$ cat src/verilog/dcache_params.svh
`ifndef DCACHE_PARAMS_SVH
`define DCACHE_PARAMS_SVH

// ========================================
// Cache geometry
// ========================================
`define DC_XLEN          32                            // Core word width
`define DC_LINE_BITS     128                           // Four words per line
`define DC_N_WAYS        4                             // Associativity
`define DC_N_SETS        16                            // Sets per way

// Address field widths, derived from the geometry above
`define DC_BYTE_OFS_BITS $clog2(`DC_XLEN / 8)
`define DC_WORD_OFS_BITS $clog2(`DC_LINE_BITS / `DC_XLEN)
`define DC_SET_BITS      $clog2(`DC_N_SETS)
`define DC_TAG_BITS      (`DC_XLEN - `DC_SET_BITS - `DC_WORD_OFS_BITS - `DC_BYTE_OFS_BITS)

`endif
$ cat src/verilog/dcache_pkg.sv
`include "dcache_params.svh"

package dcache_pkg;

    // ========================================
    // Address fields
    // ========================================
    typedef logic [`DC_TAG_BITS-1:0]      tag_t;      // Upper address bits kept per line
    typedef logic [`DC_SET_BITS-1:0]      set_idx_t;  // Selects one set
    typedef logic [`DC_WORD_OFS_BITS-1:0] word_ofs_t; // Word within a line

    // ========================================
    // Way selection
    // ========================================
    typedef logic [$clog2(`DC_N_WAYS)-1:0] way_sel_t; // Encoded way number
    typedef logic [`DC_N_WAYS-1:0]         way_mask_t; // One bit per way, write enables

    // Line payload, word 0 in the low bits
    typedef logic [`DC_LINE_BITS-1:0] line_t;

    // Per-way status bits
    typedef struct packed {
        logic valid;                                   // Line holds memory data
        logic dirty;                                   // Line differs from memory
    } way_state_t;

endpackage

$ cat src/verilog/bus_pkg.sv
`include "dcache_params.svh"

package bus_pkg;

    typedef logic [`DC_XLEN-1:0]   word_t;             // Data word
    typedef logic [`DC_XLEN/8-1:0] byte_en_t;          // One enable per byte lane

    // ========================================
    // Processor side
    // ========================================
    typedef struct packed {
        logic     we;                                  // 1 for store
        byte_en_t be;                                  // Store lanes
        word_t    addr;                                // Byte address
        word_t    wdata;                               // Store data
    } cpu_req_t;

    typedef struct packed {
        word_t rdata;                                  // Load data, valid for reads only
    } cpu_rsp_t;

    // ========================================
    // Memory side, whole lines
    // ========================================
    typedef struct packed {
        logic              we;                         // 1 for write-back
        word_t             addr;                       // Line aligned
        dcache_pkg::line_t data;                       // Write-back payload
    } mem_req_t;

    typedef struct packed {
        dcache_pkg::line_t data;                       // Refill payload
    } mem_rsp_t;

endpackage

$ cat src/verilog/word_merge.sv
`timescale 1ns/1ps
`include "dcache_params.svh"

// Word pick and byte-lane merge on one line
module word_merge (
    input  dcache_pkg::line_t     line_i,
    input  dcache_pkg::word_ofs_t word_ofs_i,
    input  bus_pkg::byte_en_t     be_i,
    input  bus_pkg::word_t        wdata_i,
    output bus_pkg::word_t        word_o,
    output dcache_pkg::line_t     line_o
);

    bus_pkg::word_t merged;                            // Addressed word after the store

    // Word 0 sits in the low bits
    assign word_o = line_i[word_ofs_i * `DC_XLEN +: `DC_XLEN];

    // Enabled lanes take store data
    always_comb
    begin
        for (int b = 0; b < `DC_XLEN / 8; b++)
            merged[b*8 +: 8] = be_i[b] ? wdata_i[b*8 +: 8] : word_o[b*8 +: 8];
    end

    // Rest of the line passes unchanged
    always_comb
    begin
        line_o = line_i;
        line_o[word_ofs_i * `DC_XLEN +: `DC_XLEN] = merged;
    end

endmodule

$ cat config.mk
export PLATFORM = sky130hd
export DESIGN_NAME = word_merge
export DESIGN_NICKNAME = d
export VERILOG_FILES = /design/src/verilog/dcache_pkg.sv /design/src/verilog/bus_pkg.sv /design/src/verilog/word_merge.sv
export VERILOG_INCLUDE_DIRS = /design/src /design/src/verilog
export SDC_FILE = /design/constraint.sdc
export NUM_CORES = 1
export LEC_CHECK = 0
export BUFFER_PORTS_ARGS = -buffer_cell sky130_fd_sc_hd__buf_4
export CORE_ASPECT_RATIO = 0.7
export CORE_MARGIN = 10
export CORE_UTILIZATION = 25
export DETAILED_ROUTE_END_ITERATION = 16
export GPL_ROUTABILITY_DRIVEN = 0
export RECOVER_POWER = 100
export SLEW_MARGIN = 20
export SYNTH_ARGS = -nofsm -noshare
export SYNTH_HDL_FRONTEND = slang
export SYNTH_SLANG_ARGS = --single-unit
export TNS_END_PERCENT = 10
$ cat constraint.sdc
create_clock -name vclk -period 3.1
set_input_delay 0.62 -clock vclk [all_inputs]
set_output_delay 0.62 -clock vclk [all_outputs]
set_load 0.01 [all_outputs]
---- After elaboration in Yosys (flattened, before gate mapping) ----
Index checks and enable logic that the tools add are counted.
cells by class
  add/sub/neg operators ................... 1
  shift-type cells ........................ 3
  mux-type cells .......................... 5
operator list
  cell                                                                       count
  128-bit bitwise mux                                                        1
  32-bit by 34-bit variable shift with 128-bit output, first input constant  1
  128-bit by 8-bit variable part select with 32-bit output                   1
  32-bit by 34-bit variable part select with 128-bit output                  1
  7-bit negator with 34-bit output                                           1
  8-bit two-way mux                                                          4
storage, ports and cells
  register bits ........................... 0
  bits of input ports ..................... 166
  word-level logic and storage cells ...... 9

---- Depth between registers and ports, before layout ----
  word-level depth ........................ 4
  gate-level depth with buffers ........... 8
  gate-level depth less buffers ........... 5

---- Worst setup path after synthesis ----
No wires, ideal clock.
  path kind ............................... input to output
  start point ............................. in word_ofs_i[1]
  end point ............................... out line_o[100]
  arrival ................................. 2.129 ns
  required time ........................... 2.480 ns
  path slack .............................. 0.351 ns
  cell stages on the path ................. 7
  buffers on the path ..................... 3
  path through ............................ buf_2 > buf_2 > inv_1 > ha_1 > nand3b_1 > clkbuf_1 > o22ai_1
on the way
  longest elaborated chain between the ends .. 4
  elaborated cells between the ends (all ways) .. 9
RTL lines
  item                                                       line              text
  start, declared                                            word_merge.sv:7   input dcache_pkg::word_ofs_t word_ofs_i,
  128-bit by 8-bit variable part select with 32-bit output   word_merge.sv:17  assign word_o = line_i[word_ofs_i * `DC_XLEN +: `DC_XLEN];
  8-bit two-way mux                                          word_merge.sv:23  merged[b*8 +: 8] = be_i[b] ? wdata_i[b*8 +: 8] : word_o[b*8 +: 8];
  32-bit by 34-bit variable part select with 128-bit output  word_merge.sv:30  line_o[word_ofs_i * `DC_XLEN +: `DC_XLEN] = merged;
  128-bit bitwise mux *                                      word_merge.sv:30
  end, declared                                              word_merge.sv:11  output dcache_pkg::line_t line_o
Every way passes the cells marked *; elsewhere a longest branch is shown, timed or not.

---- Worst setup path in the final report ----
  start point ............................. in word_ofs_i[0]
  end point ............................... out line_o[27]
The elaborated chain is that of the path after synthesis.

==> summary.md <==
The flow ran to the end, and the final reports show no timing, DRC or antenna violations. For this design, the slowest cell found on the critical path is sky130_fd_sc_hd__clkbuf_2. The share of cells above drive strength 1 was 0.3553. Row generation in the floorplan step produced 36 rows. The worst path in the final design needs a cycle of 2937 ps, including I/O delays and setup.

Broken down by cell family, the worst path's largest delay share belongs to buffers and inverters. The worst vdd rail ir drop is 0.07012 mV, and the synthesized net count is 616. STA classifies the critical path startpoint as a primary input.

After routing, the total negative slack on setup checks comes to 0 ps. Averaged over all synthesized cells, the footprint is 8.074 um2. The post-route core utilization is 0.3982, and the met2 track demand over resource in global routing is 0.3499. The worst-case headroom to the max-slew limit is 0.7255. The setup path with the least slack is of type in -> out. For the final instance area, the log shows 5578 um2. Setup violations remaining at the end of the flow were counted as 0.

Starting density of the core: 0.2571. In this run the worst path has a maximum fanout of 15. The worst hold path belongs to the class in -> out. The growth of design area from synthesis to finish came out at 54.90%. The measured slew at the worst slew-check pin works out to 411.7 ps.

Termination of the worst setup path: line_o[27]. Detailed placement finished with a half-perimeter wire length of 17180 um. The number of max-slew violations in the final report was 0.

Overall power consumption after layout is estimated at 1.004 mW. The core region is 14010 um2. The run gives 0 as the count of antenna diodes in the layout.

At the worst endpoint, the required time is 2480 ps. Once detail routing completed, the nets flagged for antenna violations numbered 0. The mapped cell area came out at 3601 um2. During synthesis, Yosys emitted a total of 0 warnings. The number of global-route vias before repair was 5277; the met3 global-route usage was 0.05559. Once placement finished, the instance area stood at 6232 um2. The routed design has 20950 um of wire.

The cell count along the critical path was 7; the max-capacitance violation count was 0. The part of the cycle the worst path needs is 0.9474, and the met1 demand-to-capacity share in global routing is 0.2184. Before antenna repair, the detailed router went through 5 iterations. After clock tree synthesis, the setup repair step added 0 buffers. Traced cell by cell, the critical path runs through buf_4 -> inv_1 -> ha_1 -> nor3_1 -> clkbuf_2 -> a22o_1 -> clkbuf_1. After clock tree synthesis, the flow added hold-fix buffers numbering 0.

The worst setup path is captured at a primary output. The count of buffering cells on the critical path with inverters included is 4. The tools report the number of gates resized after CTS as 0. The total DRC errors in the routed layout is 0, and the wire length of the first global-routing pass is 30860 um. The design has 0 sequential cells.

The die is 120.4 um tall. Measured along the x axis, the die boundary spans 163.4 um. The layer carrying the most global-route usage is met2.

The wire length per cell after detailed routing is 22.46 um. The hold violation count in the final report is 0. The achievable clock frequency is 0.3405 GHz. Detailed routing inserted a total of 4921 vias.

In the final layout, flip-flops and latches occupy 0 um2. Initial antenna violation count: 0. The most critical setup path has its startpoint at word_ofs_i[0].

Synthesis handed over a netlist of 446 instances. For this run, the slowest stage of the critical path takes 410 ps. The clock buffers instantiated in the layout total 0. Data on the critical path arrives at its endpoint at 2320 ps. Register area share after synthesis: 0. The run gives 578 as the number of design-rule violations left by the first detailed-router iteration.

The total track usage was 0.1906. The netlist uses 22 different library cells. The number of input and output port buffers inserted works out to 326.

Setup repair after global routing left no endpoint under its margin. The ratio of total power to cell area works out to 180.0 nW/um2. The net count of the finished layout is 915.

The smallest hold slack is 1575 ps, and the overall die area is 19680 um2. The layout has 1538 filler cells. After detailed routing, the number of vias per cell comes to 5.274. In this run the static leakage power is 2.716 nW. For this run the aggregate overflow at the end of global routing stands at 0.

In this run the count of I/O pins placed on the die edge is 326. Entering global routing, the biggest net connects 43 pins.
-- logic make-up after synthesis --
logic type / Yosys count / synth area share
simple gates: 37 / 0.04309
compound gates: 160 / 0.2891
mux: 96 / 0.4771
fa+ha+maj: 4 / 0.01390
buf+inv: 149 / 0.1769
-- stage by stage --
| stage | setup WS, ps | std cells |
|---|---|---|
| after floorplan | 350.8 | 446 |
| after global placement | 315.2 | 933 |
| after detailed placement | 239.6 | 933 |
| after CTS | 230.1 | 933 |
| after global routing | 63.35 | 933 |
| final | 163.0 | 933 |
-- placed cells by master, fill, tap and decap left out --
cell type                  instances
sky130_fd_sc_hd__a22o_1           32
sky130_fd_sc_hd__buf_12            3
sky130_fd_sc_hd__buf_4           211
sky130_fd_sc_hd__clkbuf_1        128
sky130_fd_sc_hd__clkbuf_2          5
sky130_fd_sc_hd__clkinv_1          1
sky130_fd_sc_hd__ha_1              2
sky130_fd_sc_hd__ha_2              2
sky130_fd_sc_hd__inv_1            98
sky130_fd_sc_hd__mux2i_1          49
sky130_fd_sc_hd__mux2i_4          15
sky130_fd_sc_hd__mux4_1            5
sky130_fd_sc_hd__mux4_2           27
sky130_fd_sc_hd__nand2_1          32
sky130_fd_sc_hd__nand3_2           1
sky130_fd_sc_hd__nand3b_1          1
sky130_fd_sc_hd__nand4_1           1
sky130_fd_sc_hd__nor2b_1           1
sky130_fd_sc_hd__nor3_1            1
sky130_fd_sc_hd__o21ai_0          32
sky130_fd_sc_hd__o22ai_1          96
-- where the power goes --
part	switching [mW]	leakage [nW]	internal [mW]	total (mW)
clock	0	0	0	0
sequential	0	0	0	0
combinational	0.527	2.72	0.477	1.00
-- synthesized netlist by cell type --
cell                       number  area share
sky130_fd_sc_hd__nor3_2         1      0.0028
sky130_fd_sc_hd__buf_12         2       0.011
sky130_fd_sc_hd__inv_1         98        0.10
sky130_fd_sc_hd__buf_2         15       0.021
sky130_fd_sc_hd__clkinv_1       1      0.0010
sky130_fd_sc_hd__nand4_1        1      0.0017
sky130_fd_sc_hd__buf_8          1      0.0042
sky130_fd_sc_hd__clkbuf_1      29       0.030
sky130_fd_sc_hd__ha_1           4       0.014
sky130_fd_sc_hd__buf_4          2      0.0042
sky130_fd_sc_hd__mux4_2        27        0.17
sky130_fd_sc_hd__mux2i_4       27        0.17
sky130_fd_sc_hd__nand3_1        1      0.0014
sky130_fd_sc_hd__nand3b_1       1      0.0021
sky130_fd_sc_hd__nor2b_1        1      0.0017
sky130_fd_sc_hd__o22ai_1       96        0.17
sky130_fd_sc_hd__buf_6          1      0.0031
sky130_fd_sc_hd__mux2i_1       37        0.10
sky130_fd_sc_hd__mux4_1         5       0.036
sky130_fd_sc_hd__o21ai_0       32       0.044
sky130_fd_sc_hd__a22o_1        32       0.078
sky130_fd_sc_hd__nand2_1       32       0.033
-- layer usage --
metal | part of all wire | vias to the layer above
met1 | 0.38 | 2321
met4 | 0.012 | 0
met2 | 0.50 | 318
li1 | - | 2264
met5 | 0 | -
met3 | 0.11 | 18
-- area by class of cell --
type	count	area (um2)	share of cell area
Multi-Input combinational cell	297	2819	0.5054
Tap cell	190	237.7	0.04262
Timing Repair Buffer	347	2150	0.3854
Inverter	99	371.6	0.06662
-- how the worst min path moves through the flow --
stage                 from     endpoint  slack, ps  cells past startpoint
2_1_floorplan  line_i[105]  line_o[105]       1370                      2
3_3_place_gp     line_i[3]    line_o[3]       1570                      3
3_5_place_dp     line_i[7]    line_o[7]       1570                      3
4_1_cts         line_i[20]   line_o[20]       1570                      3
5_1_grt         line_i[14]   line_o[14]       1580                      3
6_report        line_i[14]   line_o[14]       1570                      3
Note: power is estimated with default switching activity, not from simulation.
