### config.mk
export PLATFORM = sky130hd
export DESIGN_NAME = way_ram
export DESIGN_NICKNAME = d
export VERILOG_FILES = /design/src/verilog/dcache_pkg.sv /design/src/verilog/way_ram.sv
export VERILOG_INCLUDE_DIRS = /design/src /design/src/verilog
export SDC_FILE = /design/constraint.sdc
export NUM_CORES = 1
export LEC_CHECK = 0
export BUFFER_PORTS_ARGS = -buffer_cell sky130_fd_sc_hd__buf_2
export CORE_MARGIN = 2
export CORE_UTILIZATION = 49
export DETAILED_ROUTE_END_ITERATION = 8
export PLACE_DENSITY_LB_ADDON = 0.15
export SETUP_SLACK_MARGIN = 0.2
export SLEW_MARGIN = 10
export SYNTH_ARGS = -nofsm -noshare
export SYNTH_HDL_FRONTEND = slang
export SYNTH_SLANG_ARGS = --single-unit
### constraint.sdc
create_clock -name clk_i -period 1.3 [get_ports clk_i]
set_input_delay 0.13 -clock clk_i [delete_from_list [all_inputs] [get_ports clk_i]]
set_output_delay 0.13 -clock clk_i [all_outputs]
set_load 0.01 [all_outputs]
### src/verilog/dcache_params.svh
`ifndef DCACHE_PARAMS_SVH
`define DCACHE_PARAMS_SVH

// ========================================
// Cache geometry
// ========================================
`define DC_XLEN          32                            // Core word width
`define DC_LINE_BITS     128                           // Four words per line
`define DC_N_WAYS        4                             // Associativity
`define DC_N_SETS        16                            // Sets per way

// Address field widths, derived from the geometry above
`define DC_BYTE_OFS_BITS $clog2(`DC_XLEN / 8)
`define DC_WORD_OFS_BITS $clog2(`DC_LINE_BITS / `DC_XLEN)
`define DC_SET_BITS      $clog2(`DC_N_SETS)
`define DC_TAG_BITS      (`DC_XLEN - `DC_SET_BITS - `DC_WORD_OFS_BITS - `DC_BYTE_OFS_BITS)

`endif
### src/verilog/dcache_pkg.sv
`include "dcache_params.svh"

package dcache_pkg;

    // ========================================
    // Address fields
    // ========================================
    typedef logic [`DC_TAG_BITS-1:0]      tag_t;      // Upper address bits kept per line
    typedef logic [`DC_SET_BITS-1:0]      set_idx_t;  // Selects one set
    typedef logic [`DC_WORD_OFS_BITS-1:0] word_ofs_t; // Word within a line

    // ========================================
    // Way selection
    // ========================================
    typedef logic [$clog2(`DC_N_WAYS)-1:0] way_sel_t; // Encoded way number
    typedef logic [`DC_N_WAYS-1:0]         way_mask_t; // One bit per way, write enables

    // Line payload, word 0 in the low bits
    typedef logic [`DC_LINE_BITS-1:0] line_t;

    // Per-way status bits
    typedef struct packed {
        logic valid;                                   // Line holds memory data
        logic dirty;                                   // Line differs from memory
    } way_state_t;

endpackage

### src/verilog/way_ram.sv
`timescale 1ns/1ps
`include "dcache_params.svh"

// One entry per set, read data registered
module way_ram #(
    parameter type entry_t = logic
) (
    input  logic                 clk_i,
    input  logic                 we_i,
    input  dcache_pkg::set_idx_t addr_i,
    input  entry_t               data_i,
    output entry_t               data_o
);

    entry_t mem [`DC_N_SETS];                          // Storage, no reset

    always_ff @(posedge clk_i)
    begin
        if (we_i)
        begin
            mem[addr_i] <= data_i;
            data_o      <= data_i;                     // Write-first
        end
        else
            data_o <= mem[addr_i];
    end

endmodule

Yosys cells after proc, flatten, opt, wreduce, memory -nomap -nowiden:

Memory sizes are Yosys's and may differ from the RTL's. A register that Yosys moved wholly into a read port is not among the register bits.
Index checks and enable logic that the tools add are counted.

* multiplexer cells: 2

Operator list (count)
* 1-bit two-way mux: 2

* flip-flop bits (word level): 0
* bits in writable memories: 16
* input bits: 7
* output and inout port bits: 1
* logic and storage cells: 3
* memories kept: 1

Memory list
* mem: depth 16, bits a word 1, read ports 1, clocked after memory_dff 1, wr ports 1, RTL line way_ram.sv:15 `` entry_t mem [`DC_N_SETS]; ``

Depth between registers and ports, before layout:

Gate-level depths: netlist of the first run.

* depth after elaboration: 2
* mapped depth: 3
* depth with buffers taken out: 3

Worst setup path before layout of the first run:

OpenSTA, ideal clock, no wires.

* path type: reg2out
* start point: reg with a tool-made name
* end point: out data_o
* arrival time: 1.184 ns
* required time: 1.170 ns
* slack: -0.014 ns
* stages on the path, launching flop included: 4
* path buffers: 0
* cells stage by stage: dfxtp_1 -> mux4_1 -> mux2i_1 -> mux2i_1

RTL lines
* to (decl): RTL line way_ram.sv:12 `output entry_t data_o`

==> results of run 1 <==
==> layout by cell type, fill, tap and decap left out, drive strengths merged <==
| master | count |
|---|---|
| buf | 9 |
| clkbuf | 3 |
| clkinv | 1 |
| dfxtp | 4 |
| edfxtp | 16 |
| mux2i | 3 |
| mux4 | 4 |
| nand2 | 1 |
| nand2b | 2 |
| nand3 | 1 |
| nand3b | 2 |
| nor2 | 12 |
| nor3 | 4 |
| or3b | 1 |
==> through the flow <==
stage | worst slack [ns] | cell area, um2 | utilization, %
after floorplan | 0.0757 | 795 | -
after global placement | -0.0420 | 865 | 56.7
after detailed placement | -0.0543 | 865 | 56.7
after CTS | -0.386 | 891 | 58.5
after global routing | -0.449 | 891 | 58.5
final | -0.371 | 891 | 58.5
==> Yosys cell counts <==
cell | n | area share [%]
dfxtp_1 | 4 | 9.9
nor3_1 | 4 | 2.5
nand3b_1 | 2 | 1.9
mux2i_1 | 3 | 3.7
nand2_1 | 1 | 0.47
mux4_1 | 4 | 13
nand3_1 | 1 | 0.62
or3b_2 | 1 | 1.1
nand2b_1 | 2 | 1.6
nor2_1 | 12 | 5.6
edfxtp_1 | 16 | 60
==> where the power goes <==
| part | switching [mW] | total, mW | internal [mW] | leakage [nW] |
|---|---|---|---|---|
| clock | 0.176 | 0.288 | 0.112 | 0.0154 |
| combinational | 0.0395 | 0.0781 | 0.0385 | 0.113 |
| sequential | 0.00987 | 0.716 | 0.706 | 0.179 |
==> final cells by class <==
type                       count  area [um2]  area share (%)
clock inverter                 1        3.75           0.421
timing repair buffer           9        50.0            5.62
tap                           16        20.0            2.25
multi-input combinational     30         230            25.8
clock buffer                   3        22.5            2.53
sequential                    20         564            63.3
==> routing by layer <==
metal  up-vias  share of wire (%)  global-route usage, %
met1       206                 49                   21.1
met5         -                  0                      0
met4         0               0.85                   7.27
met2         8                 47                   20.9
li1        216                  -                      -
met3         2                2.9                   4.90
==> final timing paths <==
| check | start | endpoint | slack [ns] | cells past startpoint |
|---|---|---|---|---|
| setup / recovery | register | data_o | -0.37 | 4 |
| hold / removal | addr_i[0] | register | 0.03 | 1 |
==> logic make-up after synthesis <==
group,count (synthesis)
mux,7
flops,20
simple gates,23
==> summary.txt, run 1 <==
Placed insts: 75
Netlist Area Pre-Place: 806 um2
Fillers: 136
# setup viols final: 1
Largest net degree at the start of global routing: 17
Initial antenna violation count: 0
Outcome: finished with violations
H-tree levels: 1
Total length of routed wires: 1170 um
First DRT Iteration DRCs: 7
Worst-Margin Slew: 0.240 ns
Yosys cell types: 11
Layout Cells excl Fill: 79
Drc violations: 0
Lkg Pwr: 0.307 nW
Layout cells sized above 1: 28.6%
Max incr delay on CP: 0.51 ns
Detail Placement HPWL: 912 um
Simple-gate portion of the synthesized area: 13.7%
Crit path top cell by count: mux2i_1
Clock Path Buffers: 2
Global-route wire length before repair: 1990 um
CTS tree: done
Buf+Inv Stages, Crit Path: 1
CP startpoint kind: register
Synth Area in Compound Gates: 0%
Failing checks: setup timing
Syn Area/Cell: 16.1 um2
Post-CTS Setup Bufs: 0
I/O pin cnt: 8
Total GRT Usage: 14.9%
Die Width: 44.6 um
CTS resizes: 0
Pins Over Slew Limit: 0
DR WL/cell: 14.8 um
Multiplexer share of the synthesized area: 16.8%
Cts bufs inserted: 3
Net count, final: 71
Maximum vdd ir drop: 736 uV
Vias per inst: 5.47
Tcrit/Tclk final: 129%
DIE AREA: 1980 um2
Crit-path cells: mux4_2 > mux2i_1 > mux2i_1 > buf_2
Endpoints failing hold: 0
Mapped Cells: 50
Core ar.: 1520 um2
MaxCap Viol Count: 0
Crit path kind: reg2out
Final setup margin: -0.371 ns
Synth Area in XOR/XNOR: 0%
Vias in the first global route: 436
Max Fclk: 0.598 GHz
Cts hold-fix bufs: 0
Root Buffer: clkbuf_4
Main combinational cell family by area after synthesis: multiplexers
Worst EP required: 1.17 ns
Ys Warns: 0
Crit path capture type: primary output
Layout Area Growth over Synthesis: 10.6%
Ant diodes: 0
Synth Register Bits: 20
Gr ovfl total: 0
Synth Area in Adders: 0%
Clock slew at the register clock pins of the worst setup and hold paths: 0.10 ns
Vias post-DR: 432
RSZ-0062 raised after global routing: true
Post-synthesis net count: 57
Row count: 14
WHS: 0.0272 ns
Crit-path slowest cell: mux4_2
Final min period: 1.67 ns
Num Clock Sinks: 20
Register area share after synthesis: 69.6%
GPL Wtd Cong: 0.764
Total negative slack: -0.371 ns
Family with the most delay on the worst path: multiplexers
Drt first pass iters: 3
Vert. Die Dim: 44.6 um
Starting density of the core: 52.9%
Post-route ant nets: 0
Port bufs: 7
Slew HR: 84.0%
Worst path arrival time: 1.54 ns
Critical-path maximum fanout: 4
Power density over cell area: 1210 nW/um2
Power, Total: 1.08 mW
Worst hold path class: in2reg
No activity file was read; power rests on OpenSTA's default activity.
==> run 2, diff against run 1 <==
Settings changed: ABC_AREA set to 1, CORE_UTILIZATION 49 to 50.
==> run 2 against run 1 <==
Compared with the run above: the run still ends with setup timing left; highest routed layer unchanged; sequential share of layout area shrank 9.6 points; via count grew 51%; sequential power is essentially flat; combinational power grew 41%; core utilization grew 2.9 points; critical path depth grew 5.
==> summary.txt, run 2 <==
Outcome: finished with violations
Failing checks: setup timing
Worst EP required: 1.17 ns
Initial antenna violation count: 0
Psw: 0.231 mW
Port bufs: 7
Num Clock Sinks: 20
Critical-path maximum fanout: 8
Clock Path Buffers: 2
Ant diodes: 0
Most common cell after layout, fill and taps aside: nand2_1
Tcrit/Tclk final: 107%
Most frequent cells in the layout: nand2_1 (24), inv_1 (19), edfxtp_1 (16)
Final core occ: 61.3%
Crit path capture type: primary output
Hold path start: data_i
Cell with the most instances after synthesis: nand2_1
H-tree levels: 1
Pins Over Slew Limit: 0
Total GRT Usage: 17.1%
Synth top area cells: edfxtp_1 (53%), nand2_1 (9.9%), dfxtp_1 (8.8%)
Ys Warns: 0
First DRT Iteration DRCs: 15
Synth Register Bits: 20
Vert. Die Dim: 46.6 um
Cts bufs inserted: 3
Switching Share: 21.2%
Top cells by count, synth: nand2_1 (24), inv_1 (19), edfxtp_1 (16)
Drt first pass iters: 4
Slew HR: 83.8%
Area fraction of the dominant cell type after synthesis: 53.0%
Final min period: 1.39 ns
Final setup margin: -0.0946 ns
Layout cells sized above 1: 16.5%
Final instance area: 1050 um2
CTS tree: done
Crit path kind: reg2out
Post-synthesis net count: 106
Syn Area/Cell: 9.16 um2
CP startpoint kind: register
Largest net degree at the start of global routing: 17
Power density over cell area: 1040 nW/um2
Row count: 15
Yosys cell types: 11
Total internal power: 0.862 mW
# setup viols final: 1
Hold endpoint: mem[6]
Hold path cells: 1
Lkg Pwr: 0.468 nW
Worst-Margin Slew: 0.241 ns
Vias post-DR: 654
Total length of routed wires: 1440 um
RSZ-0062 raised after global routing: true
DR WL/cell: 10.3 um
Prevailing post-synth register cell: edfxtp_1
Starting density of the core: 53.1%
Layout Area Growth over Synthesis: 15.4%
Worst hold path class: in2reg
Root Buffer: clkbuf_4
Global-route wire length before repair: 2570 um
Clock slew at the register clock pins of the worst setup and hold paths: 0.10 ns
MaxCap Viol Count: 0
Worst path arrival time: 1.26 ns
Core ar.: 1710 um2
Netlist Area Pre-Place: 907 um2
Sequential share of power: 65.5%
Post-Place Cell Area: 970 um2
GPL Wtd Cong: 0.775
Register area share after synthesis: 61.8%
Post-route ant nets: 0
Net count, final: 123
Vias per inst: 4.67
Area leader, netlist: edfxtp_1
Post-synth EDFFs: 16
Comb pwr share: 10.1%
Clock power frac: 24.4%
Mapped Cells: 99
Drc violations: 0
Detail Placement HPWL: 1150 um
Max Fclk: 0.717 GHz
Die Width: 46.6 um
DIE AREA: 2170 um2
Gr ovfl total: 0
Vias in the first global route: 622
I/O pin cnt: 8
Async S/R FF share, synth: 0%
Endpoints failing hold: 0
Maximum vdd ir drop: 836 uV
-- run 2: cell count changes after synthesis, moves of 2 or more --
cell	previous run	this run
nand2_1	1	24
inv_1	0	19
nand3_1	1	14
mux4_1	4	0
nor2_1	12	8
nor3_1	4	8
mux2i_1	3	0
nand2_2	0	3
nand2b_1	2	0
nand3b_1	2	0
-- run 2: critical path, cell delays in order, from the launching register on --
cell	delay [ns]
dfxtp_2	0.34
buf_6	0.13
inv_8	0.07
nand2_1	0.05
nand2_1	0.05
nand2_1	0.05
nand3_1	0.06
nand3_1	0.06
nand2_1	0.06
buf_2	0.12
-- run 2: metrics by stage --
step                      cells  setup TNS [ns]  worst slack, ns  hold WS (ns)  total power [mW]
after floorplan              99               0            0.350         0.158             0.792
after global placement      131               0            0.222         0.270             0.827
after detailed placement    131               0            0.200         0.276             0.830
after CTS                   140         -0.0966          -0.0966         0.215              1.10
after global routing        140          -0.205           -0.205         0.232              1.14
final                       140         -0.0946          -0.0946         0.211              1.09
-- run 2: cells by family (layout without fill, tap and decap cells) --
kind of cell	Yosys count	count (layout)	share of synthesized area (%)
buf+inv	22	38	10.8
flops	20	20	61.8
simple gates	57	57	27.4
-- run 2: area by class of cell --
cell class,count,area (um2)
fillers,151,661
flip-flops and latches,20,563
multi-input cells,57,249
repair buffers,13,91.3
inverters,21,86.3
well taps,25,31.3
clock buffers,3,22.5
clock inverters,1,3.75
-- run 2: routing by layer --
| layer | part of all wire, % | routed length (um) | GRT usage [%] |
|---|---|---|---|
| met1 | 47 | 673 | 24.1 |
| met2 | 49 | 708 | 27.2 |
| met3 | 2.9 | 42 | 2.35 |
| met4 | 0.97 | 14 | 5.14 |
| met5 | 0 | 0 | 0 |
-- run 2: what timing repair did --
action	in CTS	in global routing
gates cloned	1	0
setup endpoints to repair	1	1
resized for setup	3	0
hold buffers	4	0
endpoints found under the hold margin	4	0
pin swaps	0	3
buffers inserted	0	0
-- run 2: worst max path at each step --
stage	to	start
floorplan	data_o	register
global placement	data_o	register
detailed placement	data_o	register
CTS	data_o	register
global route	data_o	register
finish	data_o	register
-- run 2: power groups by stage --
stage / Clock [mW] / Sequential (mW) / Combinational, mW
after global routing: 0.291 / 0.718 / 0.127
after CTS: 0.275 / 0.716 / 0.112
after global placement: 0 / 0.729 / 0.0976
final: 0.267 / 0.716 / 0.110
after floorplan: 0 / 0.727 / 0.0653
after detailed placement: 0 / 0.729 / 0.100
==> run 3, diff against run 2 <==
Settings changed: ABC_AREA 1 to 0, CELL_PAD_IN_SITES_DETAIL_PLACEMENT set to 0, CELL_PAD_IN_SITES_GLOBAL_PLACEMENT set to 1, CORE_UTILIZATION 50 to 41.
==> run 3 against run 2 <==
Compared with the run above: the run still ends with setup timing left; wire length shrank 1.1%; count of clock-buffer cells in the layout grew 1; critical path depth shrank 5; sequential share of layout area grew 7.4 points; die area grew 7.6%; combinational power shrank 23%; maximum frequency shrank 17%; global-route usage shrank 2.7 points; core utilization shrank 13 points; flip-flop and latch count is the same; non-clock buffer count shrank 3; design area shrank 12%; largest cell class unchanged.
==> summary.txt, run 3 (synthesis results as in run 1) <==
Outcome: finished with violations
Failing checks: setup timing
Die Width: 48.3 um
Drt first pass iters: 4
Worst-Margin Slew: 0.250 ns
CTS tree: done
Vias post-DR: 458
Row count: 16
Detail Placement HPWL: 1040 um
Max Fclk: 0.593 GHz
Post-route ant nets: 0
Core ar.: 1900 um2
M2 GR Usage: 21.8%
Root Buffer: clkbuf_4
Critical-path maximum fanout: 4
Comb pwr share: 7.3%
CP startpoint kind: register
Worst hold path class: in2reg
Most common cell after layout, fill and taps aside: edfxtp_1
Total length of routed wires: 1420 um
Pins Over Slew Limit: 0
Psw: 0.243 mW
Num Clock Sinks: 20
Endpoints failing hold: 0
Slew HR: 83.3%
Crit path kind: reg2out
Lkg Pwr: 0.317 nW
Maximum vdd ir drop: 830 uV
Worst EP required: 1.17 ns
Worst path arrival time: 1.56 ns
Reg area: 564 um2
GRT Max-Usage Layer: met2
Cts bufs inserted: 3
Crit path capture type: primary output
Clock power frac: 31.0%
Initial antenna violation count: 0
Layout Area Growth over Synthesis: 14.4%
Final setup margin: -0.387 ns
GPL Wtd Cong: 0.749
Setup WS pre-CTS: -0.0662 ns
Met1 usage: 19.2%
Tcrit/Tclk final: 130%
Vert. Die Dim: 48.3 um
Global-route wire length before repair: 2420 um
MaxCap Viol Count: 0
Gr ovfl total: 0
Net count, final: 72
# setup viols final: 1
GR Layer Usage met3: 3.70%
I/O pin cnt: 8
Layout cells sized above 1: 31.3%
CTS resizes: 0
Placed insts: 87
DIE AREA: 2340 um2
Drc violations: 0
Sequential share of power: 61.7%
Total negative slack: -0.387 ns
Total GRT Usage: 14.3%
First DRT Iteration DRCs: 7
Clock slew at the register clock pins of the worst setup and hold paths: 0.11 ns
RSZ-0062 raised after global routing: true
Power density over cell area: 1260 nW/um2
H-tree levels: 1
Total internal power: 0.917 mW
Most frequent cells in the layout: edfxtp_1 (16), nor2_1 (12), buf_2 (7)
Vias in the first global route: 483
Layout Cells excl Fill: 91
Largest net degree at the start of global routing: 17
Power, Total: 1.16 mW
Multi-input gate area: 230 um2
Final min period: 1.69 ns
DR WL/cell: 15.6 um
Fillers: 177
Starting density of the core: 42.4%
Ant diodes: 0
Clock Path Buffers: 2
Port bufs: 7
Cts hold-fix bufs: 0
Post-CTS Setup Bufs: 0
Vias per inst: 5.03
Switching Share: 20.9%
[run 3: worst paths after layout]
kind,startpoint,to,slack [ns],cells past startpoint
max,register,data_o,-0.39,4
min,addr_i[0],register,0.03,1
[run 3: area by class of cell]
type	count	area share, %
clock buffers	4	3.93
flip-flops and latches	20	61.2
multi-input cells	30	25.0
repair buffers	10	6.24
well taps	27	3.66
[run 3: power by group through the flow]
stage	Combinational [mW]	Clock, mW	Sequential (mW)
after floorplan	0.0412	0	0.728
after global placement	0.0841	0	0.731
after detailed placement	0.0849	0	0.732
after CTS	0.0853	0.364	0.717
after global routing	0.0927	0.394	0.719
final	0.0845	0.359	0.716
[run 3: through the flow]
step	area [um2]	utilization, %	hold slack (ns)
floorplan	795	-	0.158
finish	922	48.5	0.0317
global placement	886	46.6	0.347
CTS	922	48.5	0.0262
global route	922	48.5	0.0179
detailed placement	886	46.6	0.353
[run 3: critical path, stage by stage (launching register included)]
cell and delay, ns:
dfxtp_4 0.40, mux4_2 0.50, mux2i_1 0.14, mux2i_1 0.08, buf_2 0.14
[run 3: metal layers]
layer | routed length (um) | part of all wire (%) | vias to the layer above
met4 | 10 | 0.70 | 0
li1 | - | - | 223
met1 | 648 | 46 | 218
met5 | 0 | 0 | -
met2 | 697 | 49 | 15
met3 | 66 | 4.6 | 2
