[config.mk]
export PLATFORM = sky130hd
export DESIGN_NAME = dcache_ctrl
export DESIGN_NICKNAME = d
export VERILOG_FILES = /design/src/verilog/dcache_pkg.sv /design/src/verilog/bus_pkg.sv /design/src/verilog/dcache_ctrl.sv
export VERILOG_INCLUDE_DIRS = /design/src /design/src/verilog
export SDC_FILE = /design/constraint.sdc
export NUM_CORES = 1
export LEC_CHECK = 0
export BUFFER_PORTS_ARGS = -buffer_cell sky130_fd_sc_hd__buf_2
export CORE_AREA = 2 2 242 244
export DETAILED_ROUTE_END_ITERATION = 10
export DIE_AREA = 0 0 244 246
export SYNTH_ARGS = -nofsm -noshare
export SYNTH_HDL_FRONTEND = slang
export SYNTH_SLANG_ARGS = --single-unit
[constraint.sdc]
create_clock -name clk_i -period 10.45 [get_ports clk_i]
set_clock_uncertainty 0.2 [all_clocks]
set_input_delay 2.09 -clock clk_i [delete_from_list [all_inputs] [get_ports clk_i]]
set_output_delay 2.09 -clock clk_i [all_outputs]
set_load 0.005 [all_outputs]
[src/verilog/dcache_params.svh]
`ifndef DCACHE_PARAMS_SVH
`define DCACHE_PARAMS_SVH

// ========================================
// Cache geometry
// ========================================
`define DC_XLEN          32                            // Core word width
`define DC_LINE_BITS     128                           // Four words per line
`define DC_N_WAYS        4                             // Associativity
`define DC_N_SETS        16                            // Sets per way

// Address field widths, derived from the geometry above
`define DC_BYTE_OFS_BITS $clog2(`DC_XLEN / 8)
`define DC_WORD_OFS_BITS $clog2(`DC_LINE_BITS / `DC_XLEN)
`define DC_SET_BITS      $clog2(`DC_N_SETS)
`define DC_TAG_BITS      (`DC_XLEN - `DC_SET_BITS - `DC_WORD_OFS_BITS - `DC_BYTE_OFS_BITS)

`endif
[src/verilog/dcache_pkg.sv]
`include "dcache_params.svh"

package dcache_pkg;

    // ========================================
    // Address fields
    // ========================================
    typedef logic [`DC_TAG_BITS-1:0]      tag_t;      // Upper address bits kept per line
    typedef logic [`DC_SET_BITS-1:0]      set_idx_t;  // Selects one set
    typedef logic [`DC_WORD_OFS_BITS-1:0] word_ofs_t; // Word within a line

    // ========================================
    // Way selection
    // ========================================
    typedef logic [$clog2(`DC_N_WAYS)-1:0] way_sel_t; // Encoded way number
    typedef logic [`DC_N_WAYS-1:0]         way_mask_t; // One bit per way, write enables

    // Line payload, word 0 in the low bits
    typedef logic [`DC_LINE_BITS-1:0] line_t;

    // Per-way status bits
    typedef struct packed {
        logic valid;                                   // Line holds memory data
        logic dirty;                                   // Line differs from memory
    } way_state_t;

endpackage

[src/verilog/bus_pkg.sv]
`include "dcache_params.svh"

package bus_pkg;

    typedef logic [`DC_XLEN-1:0]   word_t;             // Data word
    typedef logic [`DC_XLEN/8-1:0] byte_en_t;          // One enable per byte lane

    // ========================================
    // Processor side
    // ========================================
    typedef struct packed {
        logic     we;                                  // 1 for store
        byte_en_t be;                                  // Store lanes
        word_t    addr;                                // Byte address
        word_t    wdata;                               // Store data
    } cpu_req_t;

    typedef struct packed {
        word_t rdata;                                  // Load data, valid for reads only
    } cpu_rsp_t;

    // ========================================
    // Memory side, whole lines
    // ========================================
    typedef struct packed {
        logic              we;                         // 1 for write-back
        word_t             addr;                       // Line aligned
        dcache_pkg::line_t data;                       // Write-back payload
    } mem_req_t;

    typedef struct packed {
        dcache_pkg::line_t data;                       // Refill payload
    } mem_rsp_t;

endpackage

[src/verilog/dcache_ctrl.sv]
`timescale 1ns/1ps
`include "dcache_params.svh"

module dcache_ctrl (
    input  logic                  clk_i,
    input  logic                  rst_i,
    input  logic                  start_i,             // Request accepted this cycle
    input  logic                  is_write_i,
    input  logic                  hit_i,
    input  dcache_pkg::way_sel_t  hit_way_i,
    input  dcache_pkg::way_sel_t  victim_i,
    input  logic                  victim_dirty_i,
    input  dcache_pkg::tag_t      victim_tag_i,
    input  dcache_pkg::line_t     victim_line_i,
    input  bus_pkg::word_t        req_addr_i,          // Registered request address
    output logic                  mem_req_valid_o,
    output bus_pkg::mem_req_t     mem_req_o,
    input  logic                  mem_req_ready_i,
    input  logic                  mem_rsp_valid_i,
    input  bus_pkg::mem_rsp_t     mem_rsp_i,
    output dcache_pkg::line_t     refill_line_o,
    output logic                  req_ready_o,
    output logic                  rsp_valid_o,
    output dcache_pkg::way_mask_t data_we_o,
    output dcache_pkg::way_mask_t tag_we_o,
    output logic                  use_refill_o,
    output logic                  fill_o,
    output logic                  mark_dirty_o
);

    localparam int unsigned lo_bits = `DC_WORD_OFS_BITS + `DC_BYTE_OFS_BITS;

    typedef enum logic [2:0] {
        st_idle,                                       // Waiting for a request
        st_lookup,                                     // Tags and data out of the RAMs
        st_write_back,                                 // Dirty victim to memory
        st_refill,                                     // Line read from memory
        st_finish                                      // Line written, response sent
    } state_e;

    state_e         state_q, state_d;
    logic           mem_fire;                          // Memory request handshake
    logic           miss;                              // Lookup found nothing
    bus_pkg::word_t line_addr, wb_addr;

    assign mem_fire  = mem_req_valid_o && mem_req_ready_i;
    assign miss      = (state_q == st_lookup) && !hit_i;
    assign line_addr = {req_addr_i[`DC_XLEN-1:lo_bits], {lo_bits{1'b0}}};
    assign wb_addr   = {victim_tag_i, req_addr_i[lo_bits +: `DC_SET_BITS], {lo_bits{1'b0}}};

    // ========================================
    // State sequencing
    // ========================================
    always_ff @(posedge clk_i)
    begin
        if (rst_i)
            state_q <= st_idle;
        else
            state_q <= state_d;
    end

    always_comb
    begin
        state_d = state_q;
        case (state_q)
            st_idle:
                if (start_i)
                    state_d = st_lookup;
            st_lookup:
                if (hit_i)
                    state_d = st_idle;                 // Hit done in one cycle
                else
                    state_d = victim_dirty_i ? st_write_back : st_refill;
            st_write_back:
                if (mem_fire)
                    state_d = st_refill;               // Write done at acceptance
            st_refill:
                if (mem_rsp_valid_i)
                    state_d = st_finish;
            st_finish:
                state_d = st_idle;
            default:
                state_d = st_idle;
        endcase
    end

    // ========================================
    // Memory request, held until accepted
    // ========================================
    always_ff @(posedge clk_i)
    begin
        if (rst_i)
            mem_req_valid_o <= 1'b0;
        else if (miss)
            mem_req_valid_o <= 1'b1;
        else if (mem_fire && state_q == st_refill)
            mem_req_valid_o <= 1'b0;                   // Refill read taken, wait for data
    end

    always_ff @(posedge clk_i)
    begin
        if (miss && victim_dirty_i)
            mem_req_o <= '{we: 1'b1, addr: wb_addr, data: victim_line_i};
        else if (miss || (state_q == st_write_back && mem_fire))
            mem_req_o <= '{we: 1'b0, addr: line_addr, data: '0}; // Refill read
    end

    // Returned line kept for the finish cycle
    always_ff @(posedge clk_i)
    begin
        if (state_q == st_refill && mem_rsp_valid_i)
            refill_line_o <= mem_rsp_i.data;
    end

    // ========================================
    // RAM, state and response controls
    // ========================================
    always_comb
    begin
        data_we_o = '0;
        tag_we_o  = '0;
        if (state_q == st_lookup && hit_i && is_write_i)
            data_we_o[hit_way_i] = 1'b1;               // Store hit, merged line
        else if (state_q == st_finish)
        begin
            data_we_o[victim_i] = 1'b1;                // New line into the victim way
            tag_we_o[victim_i]  = 1'b1;
        end
    end

    assign req_ready_o  = (state_q == st_idle);
    assign rsp_valid_o  = (state_q == st_lookup && hit_i) || (state_q == st_finish);
    assign use_refill_o = (state_q == st_finish);
    assign fill_o       = (state_q == st_finish);     // Dirty taken from the write flag
    assign mark_dirty_o = (state_q == st_lookup) && hit_i && is_write_i;

endmodule

After elaboration in Yosys (flattened, before gate mapping)
Cells that the tools add are included.
{"block": "op_classes", "order_cmp": 4, "eq_ne": 7, "mux": 17, "n_reduce_logical": 17}
{"op": "160-bit two-way mux", "n": 2}
{"op": "4-bit two-way mux", "n": 3}
{"op": "3-bit case mux with 4 select lines", "n": 1}
{"op": "1-bit logical AND", "n": 10}
{"op": "3-bit two-way mux", "n": 3}
{"op": "3-bit by 2-bit == test with 1-bit output (second input constant)", "n": 2}
{"op": "2-bit by 3-bit less-than comparator with 1-bit output (second input constant)", "n": 2}
{"op": "2-bit != test (second input constant)", "n": 3}
{"op": "1-bit two-way mux", "n": 5}
{"op": "1-bit demux with 2-bit select", "n": 2}
{"op": "2-bit by 1-bit greater-or-equal comparator with 1-bit output (second input constant)", "n": 2}
{"op": "2-bit nonzero test", "n": 2}
{"op": "3-bit by 1-bit == test with 1-bit output (second input constant)", "n": 1}
{"op": "3-bit == test (second input constant)", "n": 1}
{"op": "3-bit zero test", "n": 1}
{"op": "3-bit AND reduction", "n": 1}
{"op": "1-bit logical OR", "n": 2}
{"op": "2-bit two-way mux", "n": 1}
{"op": "1-bit zero test", "n": 1}
{"block": "word_totals", "reg_bits": 289, "inputBits": 324, "out_inout_bits": 303, "elab_cells": 51}

Depth between registers and ports, before layout
Gate-level depths: netlist (run 1).
{"block": "depth", "word_depth": 6, "mapped_depth": 6, "mapped_depth_nobuf": 3}

Least setup slack after synthesis (run 1)
Ideal clock, no wire load.
{"block": "synth_timing", "path_kind": "input to register", "start": "in hit_i", "end": "reg mem_req_o[0] (netlist name) (enable)", "setup_time_ns": 0.723, "arrival_time_ns": 9.823, "slack_ns": -0.297, "stages": 3, "n_path_buf": 0, "cell_sequence": "nor2b_2 nand2b_1 a21oi_1"}
{"block": "synth_via", "elab_chain_cells": 4}
{"element": "from (decl)", "line": "dcache_ctrl.sv:9", "text": "input logic hit_i,"}
{"element": "1-bit zero test (*)", "line": "dcache_ctrl.sv:47", "text": "assign miss = (state_q == st_lookup) && !hit_i;"}
{"element": "1-bit logical AND (*)", "line": "dcache_ctrl.sv:47"}
{"element": "1-bit logical AND / 1-bit logical OR (equally long branches)", "line": "dcache_ctrl.sv:102, dcache_ctrl.sv:104"}
{"element": "2-bit nonzero test (no line) (*)"}
{"element": "to (signal assigned)", "line": "dcache_ctrl.sv:103", "text": "mem_req_o <= '{we: 1'b1, addr: wb_addr, data: victim_line_i};"}
{"element": "to (signal assigned)", "line": "dcache_ctrl.sv:105", "text": "mem_req_o <= '{we: 1'b0, addr: line_addr, data: '0};"}
{"element": "to (decl)", "line": "dcache_ctrl.sv:17", "text": "output bus_pkg::mem_req_t mem_req_o,"}
Mark *: on every way between the ends. The rest lies on a longest branch, timed or not.
A chain may end at the register's enable or synchronous reset.

Final worst setup path (run 1)
{"block": "layout_timing", "start": "in hit_i", "end": "out data_we_o[2]"}
{"block": "layout_via", "elab_chain_cells": 3}
{"element": "1-bit logical AND (2 in a row)", "line": "dcache_ctrl.sv:122", "text": "if (state_q == st_lookup && hit_i && is_write_i)"}
{"element": "4-bit two-way mux", "line": "dcache_ctrl.sv:122"}
{"element": "to (decl)", "line": "dcache_ctrl.sv:24", "text": "output dcache_pkg::way_mask_t data_we_o,"}
Every way passes these cells.

==> results of run 1 <==
[kinds of logic (layout without fill, tap and decap cells)]
kind of cell | Yosys count | after routing | synth area share, %
mux | 25 | 25 | 3.543
buf+inv | 29 | 694 | 2.191
simple gates | 157 | 157 | 9.362
compound gates | 13 | 13 | 0.9132
other cells | 1 | 6 | 0.03649
flops | 289 | 289 | 83.95
[metrics by stage]
step | setup slack (ps) | total power, W | utilization, %
4_1_cts | 4985 | 0.002800 | 26.81
3_5_place_dp | 4969 | 0.001507 | 24.74
5_1_grt | 4922 | 0.002855 | 26.85
2_1_floorplan | 2102 | 0.001403 | -
3_3_place_gp | 5002 | 0.001502 | 24.74
6_report | 5052 | 0.002745 | 26.86
[per-layer routing]
metal | up-vias | track usage (%) | routed length [µm]
li1 | 3183 | - | -
met1 | 3340 | 13.67 | 14790
met2 | 466 | 20.25 | 18420
met3 | 87 | 5.817 | 4214
met4 | 24 | 4.250 | 1212
met5 | - | 0 | 158
[worst min-delay path by stage]
| stage | from | end | slack (ps) |
|---|---|---|---|
| floorplan | mem_req_o[160] | mem_req_o[160] | 270 |
| global placement | mem_req_o[160] | mem_req_o[160] | 270 |
| detailed placement | mem_req_o[160] | mem_req_o[160] | 300 |
| CTS | mem_req_o[160] | mem_req_o[160] | 320 |
| global route | mem_req_o[160] | mem_req_o[160] | 340 |
| finish | mem_req_o[160] | mem_req_o[160] | 310 |
[cell type report]
type / instances / area (µm²) / share of cell area [%]
flip-flops and latches: 289 / 8628 / 56.01
clock buffers: 43 / 991.0 / 6.432
clock inverters: 23 / 200.2 / 1.299
repair buffers: 624 / 3151 / 20.45
inverters: 4 / 15.01 / 0.09746
multi-input cells: 199 / 1459 / 9.470
well taps: 765 / 957.2 / 6.213
diodes: 2 / 5.005 / 0.03249
[flip-flops by register name, indices dropped and copies added (netlist names)]
register / flops
mem_req_valid_o: 1
mem_req_o: 157
refill_line_o: 128
state_q: 3
[power groups by stage]
stage	sequential (W)	combinational, W	clock, W
floorplan	0.00135	0.0000510	0
global placement	0.00134	0.000159	0
detailed placement	0.00134	0.000163	0
CTS	0.00132	0.000164	0.00132
global route	0.00132	0.000176	0.00136
finish	0.00132	0.000160	0.00127
[worst register-to-register path: cells and delay by family, from the launching register on]
kind                   cells  cell delay, ps
buffers and inverters      1             830
flip-flops                 1             630
multiplexers               1             470
AND/OR/NAND/NOR            2             820
[placed cells by master, fill, tap and decap left out, drive strengths merged, types with 2 or more instances in the layout]
| cell | count |
|---|---|
| nor2b | 2 |
| bufinv | 3 |
| mux2 | 25 |
| diode | 2 |
| nand2b | 2 |
| inv | 7 |
| dfxtp | 5 |
| a21oi | 2 |
| buf | 624 |
| edfxtp | 284 |
| nor2 | 6 |
| conb | 4 |
| o21ai | 2 |
| nor3 | 3 |
| clkbuf | 43 |
| clkinv | 17 |
| and3 | 2 |
| nand2 | 6 |
| o21bai | 2 |
| and2 | 128 |
| o32ai | 2 |
| nor3b | 3 |
==> flow_metrics.env, run 1 <==
export IMPL_worst_skew_pair_late_latency_ps=520
export IMPL_cts_sinks=289
export IMPL_die_area_um2=60020
export IMPL_yosysWarnings=0
export IMPL_pwr_share_clk_pct=46.1
export IMPL_swShare_pct=21.88
export IMPL_clock_tree_root_cell="clkbuf_16"
export IMPL_vdd_drop_max_mv=0.1098
export IMPL_htree_num_levels=2
export IMPL_synthesis_area_um2=10280
export IMPL_ant_nets=0
export IMPL_hold_ws_ps=314.8
export IMPL_arrival_ps=3110
export IMPL_rrSetupSlack_ps=7260
export IMPL_maxSlewViolCount=0
export IMPL_cts_clk_slew_worst_paths_ps=60
export IMPL_grt_pass1_vias=7170
export IMPL_setup_viol=0
export IMPL_sequentialPowerShare_pct=48.1
export IMPL_io_pins=627
export IMPL_core_area_um2=57370
export IMPL_cp_slowest_cell="o32ai_1"
export IMPL_ys_top_cells_by_count="edfxtp_1 (284), and2_1 (128), mux2_4 (22), buf_6 (13), clkbuf_1 (7)"
export IMPL_drt_iter0_drc=311
export IMPL_switching_power_w=0.0006006
export IMPL_power_density_nw_per_um2=178.2
export IMPL_critPathLaunchType="input pin"
export IMPL_netlist_instances=514
export IMPL_grt_pass1_wl_mm=51.46
export IMPL_drive_above_1_share_pct=59.73
export IMPL_holdPathStages=2
export IMPL_synth_flop_cell="edfxtp_1"
export IMPL_antenna_found_initial=25
export IMPL_hold_class="reg2reg"
export IMPL_tightest_slew_ps=1119
export IMPL_finalInstanceArea_um2=15410
export IMPL_cpPeakStageDelay_ps=340
export IMPL_synthTopCellsByArea="edfxtp_1 (83%), and2_1 (7.8%), mux2_4 (3.2%)"
export IMPL_ctsHoldBuffers=0
export IMPL_cts_made_buffers=37
export IMPL_fillers=5943
export IMPL_crit_chain="buf_2 > nand4_1 > o32ai_1 > buf_2"
export IMPL_synth_seq_cells=289
export IMPL_tns_ps=0
export IMPL_async_flop_share_pct=0
export IMPL_seq_area_frac_synth_pct=83.95
export IMPL_cts_resized_gates=0
export IMPL_cp_data_required_time_ps=8160
export IMPL_vias=7100
export IMPL_gr_usage_all_layers_pct=12.20
export IMPL_crit_path_end="data_we_o[2]"
export IMPL_path_buf_inv=2
export IMPL_yosysMostFrequentCell="edfxtp_1"
export IMPL_finalCritPeriodShare_pct=51.65
export IMPL_clock_fmax_mhz=185.3
export IMPL_clock_path_buffers=3
export IMPL_yosysTopAreaCell="edfxtp_1"
export IMPL_min_period_ps=5398
export IMPL_p_leak_nw=6.509
export IMPL_wirelength_mm=38.79
export IMPL_drtPass1Iterations=7
export IMPL_cts_tree="yes"
export IMPL_fin_cells=1949
export IMPL_r2r_cells=4
export IMPL_synth_top_area_share_pct=82.98
export IMPL_r2r_start="state_q[0]"
export IMPL_hold_viol_final=0
export IMPL_ys_types=33
export IMPL_drc_errors=0
export IMPL_cp_depth=4
export IMPL_p_comb_share_pct=5.8
export IMPL_crit_start="hit_i"
export IMPL_crit_path_end_kind="output port"
export IMPL_rows=88
export IMPL_start_util_pct=17.92
export IMPL_die_w_um=244
export IMPL_cts_setup_buffers=0
export IMPL_worstSetupPathType="in2out"
export IMPL_io_buffers=618
export IMPL_place_gp_congestion=0.8089
export IMPL_overflow=0
export IMPL_grt_max_degree=100
export IMPL_p_int_w=0.002145
export IMPL_hpwlAfterDp_mm=30.78
export IMPL_rsz0062_at_grt="no"
export IMPL_critical_path_max_fanout=5
export IMPL_cap_violations=0
export IMPL_via_per_inst=3.643
export IMPL_synth_edf_count=284
export IMPL_max_slew_margin_pct=25.25
export IMPL_r2r_end="mem_req_o[136]"
export IMPL_synth_avg_cell_area_um2=19.99
export IMPL_status="finished, final reports clean"
export IMPL_postPlaceCellArea_um2=14190
export IMPL_dpl_cell_count=1880
export IMPL_die_height_um=246
export IMPL_wire_per_inst_um=19.90
export IMPL_crit_top_cell="buf_2"
export IMPL_area_delta_synth_final_pct=49.90
export IMPL_nets=1479
export IMPL_crit_family="buffers and inverters"
Power figures use the tool's default switching activity.
==> run 2, diff against run 1 <==
--- a/config.mk
+++ b/config.mk
@@ -7,9 +7,9 @@
 export NUM_CORES = 1
 export LEC_CHECK = 0
 export BUFFER_PORTS_ARGS = -buffer_cell sky130_fd_sc_hd__buf_2
-export CORE_AREA = 2 2 242 244
+export CORE_AREA = 2 2 244 246
 export DETAILED_ROUTE_END_ITERATION = 10
-export DIE_AREA = 0 0 244 246
+export DIE_AREA = 0 0 246 248
 export SYNTH_ARGS = -nofsm -noshare
 export SYNTH_HDL_FRONTEND = slang
 export SYNTH_SLANG_ARGS = --single-unit
==> constraint.sdc (replaced) <==
create_clock -name clk_i -period 5 [get_ports clk_i]
set_clock_uncertainty 0.2 [all_clocks]
set_input_delay 1 -clock clk_i [delete_from_list [all_inputs] [get_ports clk_i]]
set_output_delay 1 -clock clk_i [all_outputs]
set_load 0.005 [all_outputs]
==> flow_metrics.env, run 2 (same netlist as run 1, synthesis figures left out) <==
export IMPL_clock_path_buffers=3
export IMPL_vias=6990
export IMPL_path_buf_inv=1
export IMPL_setup_ws_ps=1485
export IMPL_cts_made_buffers=36
export IMPL_drc_errors=0
export IMPL_grt_max_degree=75
export IMPL_vdd_drop_max_mv=0.2384
export IMPL_min_period_ps=3515
export IMPL_gr_usage_all_layers_pct=11.15
export IMPL_drive_above_1_share_pct=60.22
export IMPL_grt_pass1_vias=6973
export IMPL_wire_per_inst_um=18.70
export IMPL_cts_resized_gates=0
export IMPL_cap_violations=0
export IMPL_status="finished, final reports clean"
export IMPL_antenna_found_initial=19
export IMPL_maxSlewViolCount=0
export IMPL_drtPass1Iterations=4
export IMPL_p_leak_nw=6.530
export IMPL_finalCritPeriodShare_pct=70.30
export IMPL_reg_top3="mem_req_o (157), refill_line_o (128), state_q (3)"
export IMPL_cp_slowest_cell="dfxtp_1"
export IMPL_tightest_slew_ps=870.2
export IMPL_cp_data_required_time_ps=3800
export IMPL_ctsHoldBuffers=0
export IMPL_arrival_ps=2320
export IMPL_grt_pass1_wl_mm=47.95
export IMPL_hold_viol_final=0
export IMPL_area_delta_synth_final_pct=50.39
export IMPL_via_per_inst=3.561
export IMPL_tns_ps=0
export IMPL_core_area_um2=58460
export IMPL_hold_class="reg2reg"
export IMPL_setup_viol=0
export IMPL_final_common_cell="buf_2"
export IMPL_drt_iter0_drc=254
export IMPL_clock_tree_root_cell="clkbuf_16"
export IMPL_cp_depth=4
export IMPL_hpwlAfterDp_mm=29.07
export IMPL_crit_family="simple AND/OR/NAND/NOR gates"
export IMPL_fin_util_pct=26.44
export IMPL_max_slew_margin_pct=41.85
export IMPL_rrSetupSlack_ps=2290
export IMPL_clock_fmax_mhz=284.5
export IMPL_power_w=0.005613
export IMPL_worst_skew_pair_late_latency_ps=530
export IMPL_overflow=0
export IMPL_htree_num_levels=2
export IMPL_crit_chain="nor3b_1 > nor3b_2 > o21bai_1 > buf_2"
export IMPL_cpPeakStageDelay_ps=640
export IMPL_nets=1486
export IMPL_pre_cts_ws_ps=1765
export IMPL_die_height_um=248
export IMPL_wirelength_mm=36.71
export IMPL_die_area_um2=61010
export IMPL_io_buffers=618
export IMPL_place_gp_congestion=0.7940
export IMPL_ant_nets=0
export IMPL_cts_clk_slew_worst_paths_ps=50
export IMPL_holdPathStages=2
export IMPL_rows=89
export IMPL_cts_setup_buffers=0
export IMPL_cts_tree="yes"
export IMPL_power_density_nw_per_um2=363.1
export IMPL_die_w_um=246
export IMPL_r2r_end="mem_req_o[144]"
export IMPL_rsz0062_at_grt="no"
export IMPL_top_register="mem_req_o"
export IMPL_cts_sinks=289
export IMPL_hp_start="mem_req_o[160]"
export IMPL_start_util_pct=17.58
export IMPL_largest_reg_flops=157
export IMPL_critPathLaunchType="flip-flop"
export IMPL_crit_path_end_kind="output port"
export IMPL_hold_end="mem_req_o[160]"
export IMPL_critical_path_max_fanout=12
export IMPL_r2r_start="state_q[0]"
export IMPL_io_pins=627
export IMPL_layout_common_cells="buf_2 (618), edfxtp_1 (284), and2_1 (128), clkbuf_16 (36), mux2_4 (22)"
export IMPL_worstSetupPathType="reg2out"
export IMPL_r2r_cells=4
run 2: worst max path at each step:
| stage | start | to | slack [ps] |
|---|---|---|---|
| floorplan | hit_i | mem_req_o[0] | 540 |
| global placement | hit_i | mem_req_o[159] | 1810 |
| detailed placement | hit_i | mem_req_o[144] | 1760 |
| CTS | state_q[2] | data_we_o[0] | 1480 |
| global route | state_q[2] | data_we_o[0] | 1380 |
| finish | state_q[2] | data_we_o[0] | 1480 |
run 2: report_power, final:
| group | internal (W) | total, W | switching (W) | leakage (nW) |
|---|---|---|---|---|
| Clock | 0.00145 | 0.00252 | 0.00106 | 0.554 |
| Combinational | 0.000175 | 0.000334 | 0.000159 | 3.25 |
| Sequential | 0.00273 | 0.00276 | 0.0000253 | 2.73 |
| Total | 0.00436 | 0.00561 | 0.00125 | 6.53 |
run 2: metal layers:
layer / share of wire, % / wire length [µm] / vias up / track usage (%)
li1: - / - / 3193 / -
met1: 37 / 13450 / 3289 / 12.09
met2: 47 / 17350 / 417 / 18.29
met3: 13 / 4813 / 75 / 6.510
met4: 2.7 / 1007 / 16 / 3.405
met5: 0.25 / 93 / - / 0
run 2: through the flow:
stage	instance area [µm²]	cells	hold slack, ps
floorplan	10310	517	266.2
global placement	14320	1897	266.4
detailed placement	14320	1897	273.1
CTS	15450	1962	281.4
global route	15450	1962	295.3
finish	15460	1963	277.4
run 2: layout make-up:
class,instances,area [µm²]
diodes,1,2.502
clock inverters,22,209.0
well taps,773,967.2
clock buffers,43,927.1
flip-flops and latches,289,8628
fillers,6067,43010
inverters,4,15.01
repair buffers,632,3248
multi-input cells,199,1459
run 2: worst reg2reg max path: cells and delay by family (launching register included):
| kind | cells | cell delay, ps |
|---|---|---|
| flip-flops | 1 | 550 |
| AND/OR/NAND/NOR | 2 | 1020 |
| buffers and inverters | 1 | 370 |
| multiplexers | 1 | 330 |
==> run 3, diff against run 2 <==
==> constraint.sdc (replaced) <==
create_clock -name clk_i -period 3.6 [get_ports clk_i]
set_clock_uncertainty 0.2 [all_clocks]
set_input_delay 0.72 -clock clk_i [delete_from_list [all_inputs] [get_ports clk_i]]
set_output_delay 0.72 -clock clk_i [all_outputs]
set_load 0.005 [all_outputs]
==> flow_metrics.env, run 3 (same netlist as run 1, synthesis figures left out) <==
export IMPL_drive_above_1_share_pct=60.62
export IMPL_tns_ps=0
export IMPL_dpl_cell_count=1900
export IMPL_hpwlAfterDp_mm=29.42
export IMPL_htree_num_levels=2
export IMPL_grt_max_degree=93
export IMPL_fin_cells=1960
export IMPL_wire_per_inst_um=18.64
export IMPL_r2r_start="state_q[1]"
export IMPL_cts_tree="yes"
export IMPL_overflow=0
export IMPL_rows=89
export IMPL_status="finished, final reports clean"
export IMPL_hold_ws_ps=160.6
export IMPL_rrSetupSlack_ps=1220
export IMPL_crit_path_end_kind="output port"
export IMPL_cts_made_buffers=35
export IMPL_power_density_nw_per_um2=499.2
export IMPL_cts_sinks=289
export IMPL_cp_data_required_time_ps=2680
export IMPL_ant_nets=0
export IMPL_clock_tree_root_cell="clkbuf_16"
export IMPL_drc_errors=0
export IMPL_hold_class="in2reg"
export IMPL_critical_path_max_fanout=12
export IMPL_via_per_inst=3.596
export IMPL_worst_skew_pair_late_latency_ps=530
export IMPL_ctsHoldBuffers=0
export IMPL_cts_clk_slew_worst_paths_ps=60
export IMPL_r2r_cells=3
export IMPL_io_pins=627
export IMPL_drt_iter0_drc=234
export IMPL_rsz0062_at_grt="no"
export IMPL_clock_fmax_mhz=305.1
export IMPL_cpPeakStageDelay_ps=630
export IMPL_finalCritPeriodShare_pct=91.05
export IMPL_p_leak_nw=6.539
export IMPL_io_buffers=618
export IMPL_grt_pass1_vias=6996
export IMPL_gr_usage_all_layers_pct=11.07
export IMPL_die_height_um=248
export IMPL_clock_path_buffers=3
export IMPL_die_area_um2=61010
export IMPL_vias=7048
export IMPL_vdd_drop_max_mv=0.3037
export IMPL_cts_resized_gates=0
export IMPL_crit_chain="nor3b_1 > nor3b_2 > o21bai_1 > buf_2"
export IMPL_tightest_slew_ps=852.0
export IMPL_maxSlewViolCount=0
export IMPL_place_gp_congestion=0.8073
export IMPL_layout_common_cells="buf_2 (618), edfxtp_1 (284), and2_1 (128), clkbuf_16 (37), mux2_4 (22)"
export IMPL_area_delta_synth_final_pct=50.68
export IMPL_wirelength_mm=36.53
export IMPL_cap_violations=0
export IMPL_drtPass1Iterations=7
export IMPL_largest_reg_flops=157
export IMPL_die_w_um=246
export IMPL_hp_start="mem_rsp_i[101]"
export IMPL_nets=1488
export IMPL_pre_cts_ws_ps=898.9
export IMPL_arrival_ps=2360
export IMPL_antenna_found_initial=22
export IMPL_grt_pass1_wl_mm=47.55
export IMPL_hold_end="refill_line_o[101]"
export IMPL_reg_top3="mem_req_o (157), refill_line_o (128), state_q (3)"
export IMPL_r2r_end="refill_line_o[110]"
export IMPL_hold_viol_final=0
export IMPL_setup_viol=0
export IMPL_holdPathStages=1
export IMPL_critPathLaunchType="flip-flop"
export IMPL_final_common_cell="buf_2"
export IMPL_worstSetupPathType="reg2out"
export IMPL_setup_ws_ps=322.2
export IMPL_max_slew_margin_pct=43.06
export IMPL_cts_setup_buffers=0
export IMPL_start_util_pct=17.58
export IMPL_cp_slowest_cell="dfxtp_1"
export IMPL_min_period_ps=3278
export IMPL_core_area_um2=58460
export IMPL_top_register="mem_req_o"
==> run 3: cell count changes in the layout (fill, tap and decap cells not counted), sizes merged <==
| cell | before | now |
|---|---|---|
| buf | 632 | 635 |
| clkbuf | 43 | 41 |
| inv | 10 | 5 |
| clkinvlp | 2 | 5 |
| clkinv | 12 | 10 |
==> run 3: area by class of cell <==
type                    count  area (µm²)
fillers                  6081       42980
flip-flops and latches    289        8628
repair buffers            635        3296
multi-input cells         199        1464
well taps                 773       967.2
clock buffers              41       960.9
clock inverters            18       152.6
inverters                   4       15.01
diodes                      1       2.502
==> run 3: metal layers <==
layer	GRT usage, %	vias up	part of all wire [%]
met1	11.92	3317	36
met5	0	-	0.39
met2	19.07	428	49
met4	3.601	20	2.7
met3	5.298	83	12
li1	-	3200	-
==> run 3: worst max path at each step <==
stage                         start           end  slack (ps)  depth (start not counted)
global placement         state_q[2]  data_we_o[0]         990                          4
floorplan           mem_req_ready_i  mem_req_o[0]        -550                          2
CTS                      state_q[2]  data_we_o[0]         290                          4
global route             state_q[2]  data_we_o[0]         150                          4
detailed placement       state_q[2]  data_we_o[0]         900                          4
finish                   state_q[2]  data_we_o[0]         320                          4
==> run 3: where the power goes <==
group	total, W	switching (W)	leakage (nW)	internal [W]
Sequential	0.00383	0.0000318	2.73	0.00380
Combinational	0.000465	0.000221	3.27	0.000244
Clock	0.00344	0.00139	0.538	0.00205
==> run 3: per-stage QoR <==
step / cell area, µm² / total power [W] / util (%)
final: 15490 / 0.007731 / 26.49
after CTS: 15480 / 0.007906 / 26.48
after detailed placement: 14370 / 0.004382 / 24.58
after floorplan: 10310 / 0.004063 / -
after global placement: 14370 / 0.004367 / 24.58
after global routing: 15480 / 0.008064 / 26.48
==> run 3: critical path: cells and delay by family, from the launching register on <==
kind | cells | cell delay (ps)
AOI/OAI and AO/OA | 1 | 150
buffers and inverters | 1 | 150
and+or+nand+nor | 2 | 900
DFF | 1 | 630
